<file path="src/source/mic_types_pkg.sv">
`default_nettype none

package mic_types_pkg;

  //////////////////////////////////////////////////////////////////////
  // widths of the sequencer datapath.
  //////////////////////////////////////////////////////////////////////

  localparam int maddr_w = 13;  // microaddress width, 8k words of control store.
  localparam int csbit_w = 12;  // control-store address field in the microword.
  localparam int jmp_w   = 4;   // dispatch field from the condition logic.
  localparam int mword_w = 16;  // microword bits seen by the sequencer.
  localparam int msel_w  = 2;   // four address sources.

  // the jump address is the upper field followed by the dispatch bits.
  localparam int jhi_w   = maddr_w - jmp_w;

  //////////////////////////////////////////////////////////////////////
  // vector types.
  //////////////////////////////////////////////////////////////////////

  typedef logic [maddr_w-1:0] maddr_t;  // one microaddress.
  typedef logic [csbit_w-1:0] csbit_t;  // csbit 11..0 of the microword.
  typedef logic [jmp_w-1:0]   jmp_t;    // dispatch bits, low end of a jump.
  typedef logic [mword_w-1:0] mword_t;  // sequencer part of the microword.
  typedef logic [msel_w-1:0]  msel_t;   // next address source select.
  typedef logic [jhi_w-1:0]   jhi_t;    // csbit20 and csbit 11..4.

endpackage

`default_nettype wire
</file>
<file path="src/source/mic_ucode_pkg.sv">
`default_nettype none

package mic_ucode_pkg;

  import mic_types_pkg::*;

  //////////////////////////////////////////////////////////////////////
  // source select codes, as the SC6/SC5 pair of the microword.
  //////////////////////////////////////////////////////////////////////

  localparam msel_t sel_jump   = msel_t'(0);  // jump field plus dispatch bits.
  localparam msel_t sel_return = msel_t'(1);  // top of the return stack.
  localparam msel_t sel_next   = msel_t'(2);  // w plus one.
  localparam msel_t sel_repeat = msel_t'(3);  // re-run the executing address.

  //////////////////////////////////////////////////////////////////////
  // field positions in the microword.
  //////////////////////////////////////////////////////////////////////

  localparam int mw_sel_hi   = 15;  // upper select bit.
  localparam int mw_sel_lo   = 14;  // lower select bit.
  localparam int mw_call     = 13;  // call flag, only meaningful with a jump.
  localparam int mw_csbit20  = 12;  // top bit of the jump address.
  localparam int mw_csbit_hi = 11;  // csbit field, upper end.
  localparam int mw_csbit_lo = 0;   // csbit field, lower end.

  //////////////////////////////////////////////////////////////////////
  // return stack.
  //////////////////////////////////////////////////////////////////////

  localparam int stack_depth = 4;                     // nesting level of calls.
  localparam int sp_idx_w    = $clog2(stack_depth);   // bits to address one entry.

  // the pointer counts entries in use, so it must hold stack_depth itself.
  typedef logic [$clog2(stack_depth+1)-1:0] sp_t;

endpackage

`default_nettype wire

</file>
<file path="src/source/mic_ctrl_if.sv">
`timescale 1ns/1ns
`default_nettype none

interface mic_ctrl_if;

  import mic_types_pkg::*;

  msel_t sel;       // resolved source select for this step.
  logic  push;      // call taken on this step, stack has room.
  logic  pop;       // return taken on this step, stack has an entry.
  jhi_t  jump_hi;   // csbit20 and csbit 11..4.
  logic  step;      // advance strobe.
  logic  push_req;  // microword asks for a call, before any stack check.
  logic  pop_req;   // microword asks for a return, before any stack check.

  // the decoder drives every control line.
  modport decode_mp (
    output sel, push, pop, jump_hi, step, push_req, pop_req
  );

  // the source selector and its stack only listen.
  modport exec_mp (
    input sel, push, pop, jump_hi, step, push_req, pop_req
  );

endinterface

`default_nettype wire

</file>
<file path="src/source/mic_sequencer.sv">
`timescale 1ns/1ns
`default_nettype none

module mic_sequencer (
  input  wire                        sysclk,
  input  wire                        sys_rst_n,
  input  wire                        step,       // one-cycle advance strobe.
  input  wire mic_types_pkg::mword_t mword,      // microword at iw.
  input  wire mic_types_pkg::jmp_t   jmp,        // dispatch field.
  output mic_types_pkg::maddr_t      w,          // fetch address.
  output mic_types_pkg::maddr_t      iw,         // executing address.
  output logic                       stack_err   // sticky stack fault.
);

  mic_types_pkg::maddr_t rep;        // selected address for w.
  mic_types_pkg::maddr_t next_addr;  // w plus one.
  logic                  stack_empty;
  logic                  stack_full;

  mic_ctrl_if ctrl_if ();  // decoded control, decode to execute.

  //////////////////////////////////////////////////////////////////////
  // decode, execute and result stages.
  //////////////////////////////////////////////////////////////////////

  mic_word_decode word_decode_i (
    .mword       (mword),
    .step        (step),
    .stack_empty (stack_empty),
    .stack_full  (stack_full),
    .ctrl        (ctrl_if.decode_mp)
  );

  mic_addr_select addr_select_i (
    .sysclk      (sysclk),
    .sys_rst_n   (sys_rst_n),
    .ctrl        (ctrl_if.exec_mp),
    .jmp         (jmp),
    .next_addr   (next_addr),
    .iw          (iw),
    .rep         (rep),
    .stack_empty (stack_empty),
    .stack_full  (stack_full),
    .stack_err   (stack_err)
  );

  mic_addr_latch addr_latch_i (
    .sysclk    (sysclk),
    .sys_rst_n (sys_rst_n),
    .step      (step),
    .rep       (rep),
    .w         (w),
    .iw        (iw),
    .next_addr (next_addr)
  );

endmodule

`default_nettype wire

</file>
<file path="src/source/mic_addr_latch.sv">
`timescale 1ns/1ns
`default_nettype none

module mic_addr_latch (
  input  wire                        sysclk,
  input  wire                        sys_rst_n,
  input  wire                        step,       // advance strobe.
  input  wire mic_types_pkg::maddr_t rep,        // selected next fetch address.
  output mic_types_pkg::maddr_t      w,          // fetch address.
  output mic_types_pkg::maddr_t      iw,         // executing address.
  output mic_types_pkg::maddr_t      next_addr   // sequential successor of w.
);

  import mic_types_pkg::*;

  //////////////////////////////////////////////////////////////////////
  // two-stage address pipe.
  //////////////////////////////////////////////////////////////////////

  always_ff @(posedge sysclk) begin
    if (!sys_rst_n) begin
      w  <= '0;
      iw <= '0;
    end else if (step) begin
      iw <= w;    // the fetched word becomes the executing one.
      w  <= rep;  // and the selected address is fetched next.
    end
  end

  // rolls over from 1FFF to 0 in 13 bits.
  assign next_addr = w + maddr_t'(1);

endmodule

`default_nettype wire

</file>
<file path="src/source/mic_addr_select.sv">
`timescale 1ns/1ns
`default_nettype none

module mic_addr_select (
  input  wire                        sysclk,
  input  wire                        sys_rst_n,
  mic_ctrl_if.exec_mp                ctrl,
  input  wire mic_types_pkg::jmp_t   jmp,          // dispatch field.
  input  wire mic_types_pkg::maddr_t next_addr,    // w plus one.
  input  wire mic_types_pkg::maddr_t iw,           // executing address.
  output mic_types_pkg::maddr_t      rep,          // address to load into w.
  output logic                       stack_empty,
  output logic                       stack_full,
  output logic                       stack_err
);

  import mic_types_pkg::*;
  import mic_ucode_pkg::*;

  maddr_t jump_addr;  // jump field with the dispatch bits underneath.
  maddr_t ret_addr;   // top of the return stack.
  logic   push_req;   // call request of this step.
  logic   pop_req;    // return request of this step.

  assign jump_addr = {ctrl.jump_hi, jmp};

  // only a request on a step counts as refused, idle cycles are not faults.
  assign push_req = ctrl.push_req && ctrl.step;
  assign pop_req  = ctrl.pop_req && ctrl.step;

  //////////////////////////////////////////////////////////////////////
  // four-way source multiplexer.
  //////////////////////////////////////////////////////////////////////

  always_comb begin
    case (ctrl.sel)
      sel_jump:   rep = jump_addr;  // plain jump or call.
      sel_return: rep = ret_addr;   // back to the instruction after the call.
      sel_next:   rep = next_addr;  // sequential flow.
      sel_repeat: rep = iw;         // run the current microinstruction again.
      default:    rep = next_addr;
    endcase
  end

  //////////////////////////////////////////////////////////////////////
  // return stack, pushed with the address after the call.
  //////////////////////////////////////////////////////////////////////

  mic_return_stack return_stack_i (
    .sysclk    (sysclk),
    .sys_rst_n (sys_rst_n),
    .push      (ctrl.push),
    .pop       (ctrl.pop),
    .push_req  (push_req),
    .pop_req   (pop_req),
    .push_addr (next_addr),
    .top       (ret_addr),
    .empty     (stack_empty),
    .full      (stack_full),
    .err       (stack_err)
  );

endmodule

`default_nettype wire

</file>
<file path="src/source/mic_return_stack.sv">
`timescale 1ns/1ns
`default_nettype none

module mic_return_stack (
  input  wire                        sysclk,
  input  wire                        sys_rst_n,
  input  wire                        push,       // accepted call.
  input  wire                        pop,        // accepted return.
  input  wire                        push_req,   // call asked for on this step.
  input  wire                        pop_req,    // return asked for on this step.
  input  wire mic_types_pkg::maddr_t push_addr,  // return address to save.
  output mic_types_pkg::maddr_t      top,        // most recent return address.
  output logic                       empty,
  output logic                       full,
  output logic                       err         // sticky overflow or underflow.
);

  import mic_types_pkg::*;
  import mic_ucode_pkg::*;

  maddr_t stack_mem [stack_depth];  // return addresses, entry 0 is the oldest.
  sp_t    sp;                       // number of entries in use.
  sp_t    sp_dec;                   // sp minus one, points at the top entry.
  logic   do_push;                  // push that really writes.
  logic   do_pop;                   // pop that really removes.

  assign empty  = (sp == '0);
  assign full   = (sp == sp_t'(stack_depth));
  assign sp_dec = sp - sp_t'(1);

  assign do_push = push && !full;   // the decoder already holds these back,
  assign do_pop  = pop && !empty;   // the stack still guards its own pointer.

  // with an empty stack this reads a stale entry, the decoder never selects it then.
  assign top = stack_mem[sp_dec[sp_idx_w-1:0]];

  //////////////////////////////////////////////////////////////////////
  // storage and pointer.
  //////////////////////////////////////////////////////////////////////

  always_ff @(posedge sysclk) begin
    if (do_push) begin
      stack_mem[sp[sp_idx_w-1:0]] <= push_addr;  // write above the current top.
    end
  end

  always_ff @(posedge sysclk) begin
    if (!sys_rst_n) begin
      sp <= '0;
    end else if (do_push) begin
      sp <= sp + sp_t'(1);
    end else if (do_pop) begin
      sp <= sp_dec;
    end
  end

  //////////////////////////////////////////////////////////////////////
  // error flag, set when a request was turned down.
  //////////////////////////////////////////////////////////////////////

  always_ff @(posedge sysclk) begin
    if (!sys_rst_n) begin
      err <= 1'b0;
    end else if ((push_req && !push) || (pop_req && !pop)) begin
      err <= 1'b1;  // stays set until the next reset.
    end
  end

endmodule

`default_nettype wire

</file>
<file path="src/source/mic_word_decode.sv">
`timescale 1ns/1ns
`default_nettype none

module mic_word_decode (
  input  wire mic_types_pkg::mword_t mword,  // microword of the instruction at iw.
  input  wire                        step,   // advance strobe.
  input  wire                        stack_empty,
  input  wire                        stack_full,
  mic_ctrl_if.decode_mp              ctrl
);

  import mic_types_pkg::*;
  import mic_ucode_pkg::*;

  //////////////////////////////////////////////////////////////////////
  // raw microword fields.
  //////////////////////////////////////////////////////////////////////

  msel_t  sel_raw;  // select code as written in the microword.
  logic   call;     // call flag.
  logic   csbit20;  // top jump address bit.
  csbit_t csbit;    // control-store address field.
  logic   is_call;  // jump with the call flag set.
  logic   is_ret;   // return request.

  assign sel_raw = mword[mw_sel_hi:mw_sel_lo];
  assign call    = mword[mw_call];
  assign csbit20 = mword[mw_csbit20];
  assign csbit   = mword[mw_csbit_hi:mw_csbit_lo];

  assign is_call = (sel_raw == sel_jump) && call;  // call is ignored on other codes.
  assign is_ret  = (sel_raw == sel_return);

  //////////////////////////////////////////////////////////////////////
  // resolved control.
  //////////////////////////////////////////////////////////////////////

  // the low four csbit bits are replaced by the dispatch field downstream.
  assign ctrl.jump_hi = {csbit20, csbit[csbit_w-1:jmp_w]};

  // a return with nothing stacked just carries on in sequence.
  assign ctrl.sel = (is_ret && stack_empty) ? sel_next : sel_raw;

  assign ctrl.push = step && is_call && !stack_full;  // full stack still jumps, no push.
  assign ctrl.pop  = step && is_ret && !stack_empty;  // empty stack has nothing to pop.

  // requests before the stack checks, so a refused one can be flagged.
  assign ctrl.push_req = is_call;
  assign ctrl.pop_req  = is_ret;
  assign ctrl.step     = step;

endmodule

`default_nettype wire

</file>
<file path="config.mk">
export PLATFORM = sky130hd
export DESIGN_NAME = mic_sequencer
export DESIGN_NICKNAME = d
export VERILOG_FILES = /design/src/source/mic_types_pkg.sv /design/src/source/mic_ucode_pkg.sv /design/src/source/mic_ctrl_if.sv /design/src/source/mic_sequencer.sv /design/src/source/mic_addr_latch.sv /design/src/source/mic_addr_select.sv /design/src/source/mic_return_stack.sv /design/src/source/mic_word_decode.sv
export SDC_FILE = /design/constraint.sdc
export NUM_CORES = 1
export LEC_CHECK = 0
export BUFFER_PORTS_ARGS = -buffer_cell sky130_fd_sc_hd__buf_2
export CAP_MARGIN = 20
export CORE_UTILIZATION = 56
export DETAILED_ROUTE_END_ITERATION = 10
export HOLD_SLACK_MARGIN = 0.12
export PLACE_DENSITY_LB_ADDON = 0.25
export SYNTH_ARGS = -nofsm -noshare
export SYNTH_HDL_FRONTEND = slang
export SYNTH_SLANG_ARGS = --single-unit
</file>
<file path="constraint.sdc">
create_clock -name sysclk -period 5.2 [get_ports sysclk]
set_clock_uncertainty 0.2 [all_clocks]
set_input_delay 0.26 -clock sysclk [delete_from_list [all_inputs] [get_ports sysclk]]
set_output_delay 0.26 -clock sysclk [all_outputs]
set_load 0.05 [all_outputs]
</file>
==> After elaboration in Yosys (flattened, before gate mapping) <==
Memory sizes are Yosys's and may differ from the RTL's.
Index checks and enable logic that the tools add are counted.
{ "classes": {"addsub": 3, "multipliers": 0, "div": 0, "magnitude_cmp": 0, "n_eq_ne": 5, "shifts": 0, "n_mux": 6, "bitwise_logic": 0, "n_reduce_logical": 19} }
{ "op_table": {"columns": ["cell", "count"], "rows": [
  ["13-bit one-hot mux with 4 select lines", 1],
  ["13-bit by 1-bit adder with 13-bit output (second input constant)", 1],
  ["1-bit logical AND", 10],
  ["3-bit two-way mux", 2],
  ["2-bit by 1-bit equality test with 1-bit output (second input constant)", 2],
  ["2-bit equality test (second input constant)", 2],
  ["1-bit logical NOT", 4],
  ["2-bit logical NOT", 2],
  ["3-bit by 1-bit adder with 3-bit output (second input constant)", 1],
  ["3-bit equality test (second input constant)", 1],
  ["3-bit logical NOT", 1],
  ["3-bit by 1-bit subtractor with 3-bit output (second input constant)", 1],
  ["1-bit two-way mux", 2],
  ["2-bit two-way mux", 1],
  ["2-bit nonzero test", 1],
  ["1-bit logical OR", 1]
]} }
{ "word_totals": {"ff_bits": 30, "latch_bits": 0, "mem_bits_rw": 52, "rom_bits": 0, "input_bits": 23, "output_inout_bits": 27, "word_cells": 38, "memories": 1} }
{ "mem_list": {"columns": ["memory", "words", "width", "rd", "rd_clocked_by_memory_dff", "write_ports", "line", "rtl"], "rows": [
  ["addr_select_i.return_stack_i.stack_mem", 4, 13, 1, 0, 1, "mic_return_stack.sv:21", "maddr_t stack_mem [stack_depth];"]
]} }

==> Depth between registers and ports, before layout <==
{ "logic_depth": {"depth_word": 7, "depth_mapped": 10, "depth_no_buf": 7} }

==> Cells and area by module <==
A second synthesis with hierarchy kept.
{ "hier_totals": {"cells_unflattened": 261, "hier_area_um2": 3928.8} }
{ "by_module_without_submodules": {"columns": ["module", "instances", "cells_each", "area_per_inst_um2", "seq_area_each_um2"], "rows": [
  ["mic_return_stack", 1, 107, 2220.9, 1641.6],
  ["mic_addr_latch", 1, 119, 1242.4, 520.5],
  ["mic_addr_select", 1, 17, 332.8, 0.0],
  ["mic_word_decode", 1, 18, 132.6, 0.0]
]} }

==> Worst setup path before layout <==
Ideal clock, no wire load.
{ "synth_path": {"path_type": "flip-flop to flip-flop", "start": "reg addr_select_i.return_stack_i.sp[0]", "end": "mem addr_select_i.return_stack_i.stack_mem[0][0] (netlist name) (enable)", "setup_time_ps": 382, "arrival_time_ps": 1915, "t_required_ps": 4618, "slack_ps": 2703, "stages_incl_launch_ff": 9, "path_buffers": 4, "period_less_slack_ps": 2497, "path_cell_list": "dfxtp_1 > buf_6 > buf_2 > inv_1 > ha_1 > nand2b_1 > buf_2 > buf_2 > nor2_1"} }
{ "synth_via": {"elab_chain_len": 6} }
{ "synth_rtl": {"columns": ["item", "line", "rtl"], "rows": [
  ["start: declaration", "mic_return_stack.sv:22", "sp_t sp;"],
  ["start signal: assignment", "mic_return_stack.sv:51", "sp <= sp + sp_t'(1);"],
  ["start signal: assignment", "mic_return_stack.sv:53", "sp <= sp_dec;"],
  ["3-bit equality test", "mic_return_stack.sv:28", "assign full = (sp == sp_t'(stack_depth));"],
  ["1-bit logical NOT", "mic_return_stack.sv:31, mic_word_decode.sv:44", null],
  ["1-bit logical AND", "mic_word_decode.sv:44", "assign ctrl.push = step && is_call && !stack_full;"],
  ["1-bit logical AND", "mic_return_stack.sv:31", "assign do_push = push && !full;"],
  ["1-bit two-way mux", "mic_return_stack.sv:42", "if (do_push) begin"],
  ["1-bit two-way mux (not written as such)", "mic_return_stack.sv:43", "stack_mem[sp[sp_idx_w-1:0]] <= push_addr;"],
  ["end: declaration", "mic_return_stack.sv:21", null]
]} }
Parallel ways exist; a longest one is shown, timed or not.

==> Worst setup path in the final report <==
{ "layout_path": {"start": "reg addr_select_i.return_stack_i.sp[1]", "end": "reg addr_latch_i.w[3]"} }
{ "layout_via": {"elab_chain_len": 5, "word_cells_on_any_way": 10, "classes_between": "1 x add/sub; 3 x eq/ne; 2 x mux; 3 x reduce/logical; 1 x memory"} }
{ "layout_rtl": {"columns": ["item", "line", "rtl"], "rows": [
  ["branches (longest 4 deep; another with memory read 4 x 13 bit)", null, null],
  ["13-bit one-hot mux with 4 select lines (*)", "mic_addr_select.sv:36", "case (ctrl.sel)"],
  ["end signal: assignment", "mic_addr_latch.sv:26", "w <= rep;"],
  ["end: declaration", "mic_addr_latch.sv:9", "output mic_types_pkg::maddr_t w,"]
]} }
Every way passes the cells marked *.
A chain may end at the register's enable or synchronous reset.

==> metrics.txt <==
largest net degree at the start of global routing=32; syn avg cell area=11.9 um^2; NumNets Final=403; outcome=finished with violations; Buf/Inv on CP=1; Clock transition at path regs=90 ps; initial antenna violation count=0; Arr. time, crit path=2600 ps; Cell variety after synth=59; Switching Share=0.271; mapped cell area=3930 um^2; DIE AREA=7350 um^2; CP Cell Sequence=inv_1 -> ha_1 -> mux4_2 -> nand3b_1 -> a211oi_1 -> or3_1; Sink Count=82; met2 usage=0.383; WL final=8680 um; failing checks=DRC; Post-synth EDFFs=52; Slowest-stage cell, CP=ha_1; Final Cycle Share=0.491; Reg-to-Reg Start=addr_select_i.return_stack_i.sp[1]; kind of critical path=register to register; crit-path max FO=18; Rows=30; vias in the first global route=2566; setup slack, reg-to-reg=2650 ps; global routing's busiest layer=met2; vias per cell=6.05; global-route met1 utilization=0.360; Synth area leader=edfxtp_1; Leak=0.00168 uW; wire per inst=18.3 um; Synth Instances=329; ys async rst share=0; YS warnings=0; Max Fclk=0.392 GHz; Layout area overhead=13.6%; Int Pwr=987 uW; Power Density=303 nW/um^2; setup ws final=2650 ps; overall power=1350 uW; pre-CTS setup slack=2650 ps; CTS buffer count=9; total placed cells including tap cells=451; Worst-Margin Slew=946 ps; first-pass GRT wire length=13700 um; GR Overflow Total=0; H-tree Lvls=3; Antenna Nets Post-Route=0; Data required, critical path=5240 ps; Final Core Density=0.657; post-layout min period=2550 ps; Levels on crit path=6; part of the power in registers=0.532; worst-skew pair later-pin latency=360 ps; Post-CTS Setup Inserts=0; core box area=6790 um^2; fin. max-slew vios=0; top-area cell type share of the netlist area=0.398; CP startpoint kind=register; Top Family by Delay on Critical Path=adder cells; Final Setup Violations=0; post-DP HPWL=5760 um; RSZ-0062 raised after global routing=no; die span in x=85.7 um; post-synthesis sequential area ratio=0.550; Routability Congestion=0.868; peak supply drop=0.162 mV; IO Port Bufs=45; Critical Path Start=addr_select_i.return_stack_i.sp[1]; CP Capture Point=addr_latch_i.w[3]; CTS root buf=clkbuf_8; worst min-delay path class=input pin to register; clock share of power=0.347; Die H=85.7 um; aggregate global-route resource usage=0.250; Non-Filler Instances=475; drc violations=1; Global Route met3 Usage=0.0481; R2R Path End=addr_latch_i.w[3]; antenna diode instance count=0; ranking of synthesized cells by area=edfxtp_1 40%, dfxtp_1 15%, mux2i_1 4.3%, mux4_1 3.3%, nor2_1 3.0%; Final Hold Vio Count=0; post-route setup TNS=0 ps; Max-slew headroom=0.368; layout cells sized above 1=0.208; Mapped Nets=358; critical path endpoint category=register; drt pass-1 iters=8; Starting Density=0.578; TritonCTS clock tree=done; Detailed Route Iter0 Violations=217; most common cell in the netlist=edfxtp_1; Vias=2875; max cap viols=0; top flip-flop cell by instance count after synthesis=edfxtp_1; commonest cells in the netlist=52 x edfxtp_1, 31 x nor2_1, 30 x dfxtp_1; NetSw=366 uW; depth of the most critical reg-to-reg path=6; Comb power frac=0.120; Boundary Pins=50; synthesis-stage register bit count=82; Crit path largest cell delay=790 ps; CTS Buffer Depth=2
==> worst min path at each step <==
stage	start	end	slack, ps	cells after the start
after floorplan	sys_rst_n	addr_latch_i.w[0]	200	2
after global placement	addr_select_i.return_stack_i.err	addr_select_i.return_stack_i.err	250	2
after detailed placement	addr_select_i.return_stack_i.err	addr_select_i.return_stack_i.err	270	2
after CTS	mword[6]	addr_latch_i.w[6]	140	4
after global routing	mword[4]	addr_latch_i.w[4]	170	5
final	mword[4]	addr_latch_i.w[4]	150	5
==> registers in the layout (all words and copies together), names as in the netlist <==
name / cells
addr_select_i.return_stack_i.err: 1
addr_select_i.return_stack_i.sp: 3
addr_latch_i.w: 13
addr_select_i.return_stack_i.stack_mem: 52
addr_latch_i.iw: 13
==> final cells by class <==
type / count / area, um^2
fill: 511 / 2330
sequential: 82 / 2160
multi-input combinational: 214 / 1610
timing repair buffer: 55 / 320
clock buffer: 10 / 128
tap: 96 / 120
clock inverter: 6 / 72.6
inverter: 12 / 45.0
==> layer usage <==
| metal | share of wire | wire length [um] |
|---|---|---|
| met2 | 0.46 | 4000 |
| met4 | 0.011 | 96 |
| met5 | 0 | 0 |
| met3 | 0.059 | 508 |
| met1 | 0.47 | 4070 |
==> power groups by stage <==
stage	registers, uW	logic (uW)	clock network, uW
after floorplan	761	87.8	0
after global placement	734	153	0
after detailed placement	735	155	0
after CTS	720	161	475
after global routing	723	175	498
final	720	163	470
==> cells in the final DEF (no fill, tap or decap), types with 4 or more instances in the layout <==
| master | netlist | routed |
|---|---|---|
| mux2i_1 | 17 | 17 |
| xor2_1 | 4 | 4 |
| nand2_1 | 15 | 15 |
| a31oi_1 | 7 | 7 |
| nor3_1 | 5 | 5 |
| o31ai_1 | 5 | 5 |
| mux4_1 | 5 | 5 |
| nand4_1 | 4 | 4 |
| o21ai_0 | 13 | 13 |
| dlygate4sd3_1 | 0 | 8 |
| mux4_2 | 5 | 5 |
| dfxtp_1 | 30 | 30 |
| a221o_1 | 4 | 4 |
| nor4_1 | 6 | 6 |
| nand3_1 | 10 | 10 |
| a21oi_1 | 10 | 10 |
| and3_1 | 4 | 4 |
| nor2_1 | 31 | 31 |
| or2_2 | 4 | 4 |
| buf_2 | 14 | 45 |
| o31a_1 | 4 | 4 |
| inv_1 | 12 | 12 |
| edfxtp_1 | 52 | 52 |
| nor2b_1 | 4 | 4 |
| mux2_2 | 4 | 4 |
| ha_1 | 6 | 6 |
| clkbuf_8 | 0 | 9 |
| a211o_1 | 5 | 5 |
==> logic make-up after synthesis <==
logic type | Yosys count | synth area share
fa+ha+maj | 6 | 0.0191
simple gates | 100 | 0.133
flops | 82 | 0.550
mux | 31 | 0.117
buf+inv | 33 | 0.0385
xor+xnor | 7 | 0.0156
compound gates | 70 | 0.126
==> metrics by stage <==
stage | hold WS [ps] | area [um^2]
finish | 152 | 4460
floorplan | 198 | 3930
detailed placement | 265 | 4180
global placement | 247 | 4180
CTS | 145 | 4460
global route | 175 | 4460
==> what timing repair did <==
item,CTS,global route
hold buffers,8,0
endpoints found under the setup margin,0,0
endpoints found under the hold margin,8,0
resized for setup,0,0
==> tightest hold or removal path, stage by stage <==
cell       delay, ps
buf_2             90
nand2_1           50
o2bb2ai_1        120
a31oi_1           50
a21oi_1          120
No activity file was read; power rests on OpenSTA's default activity.
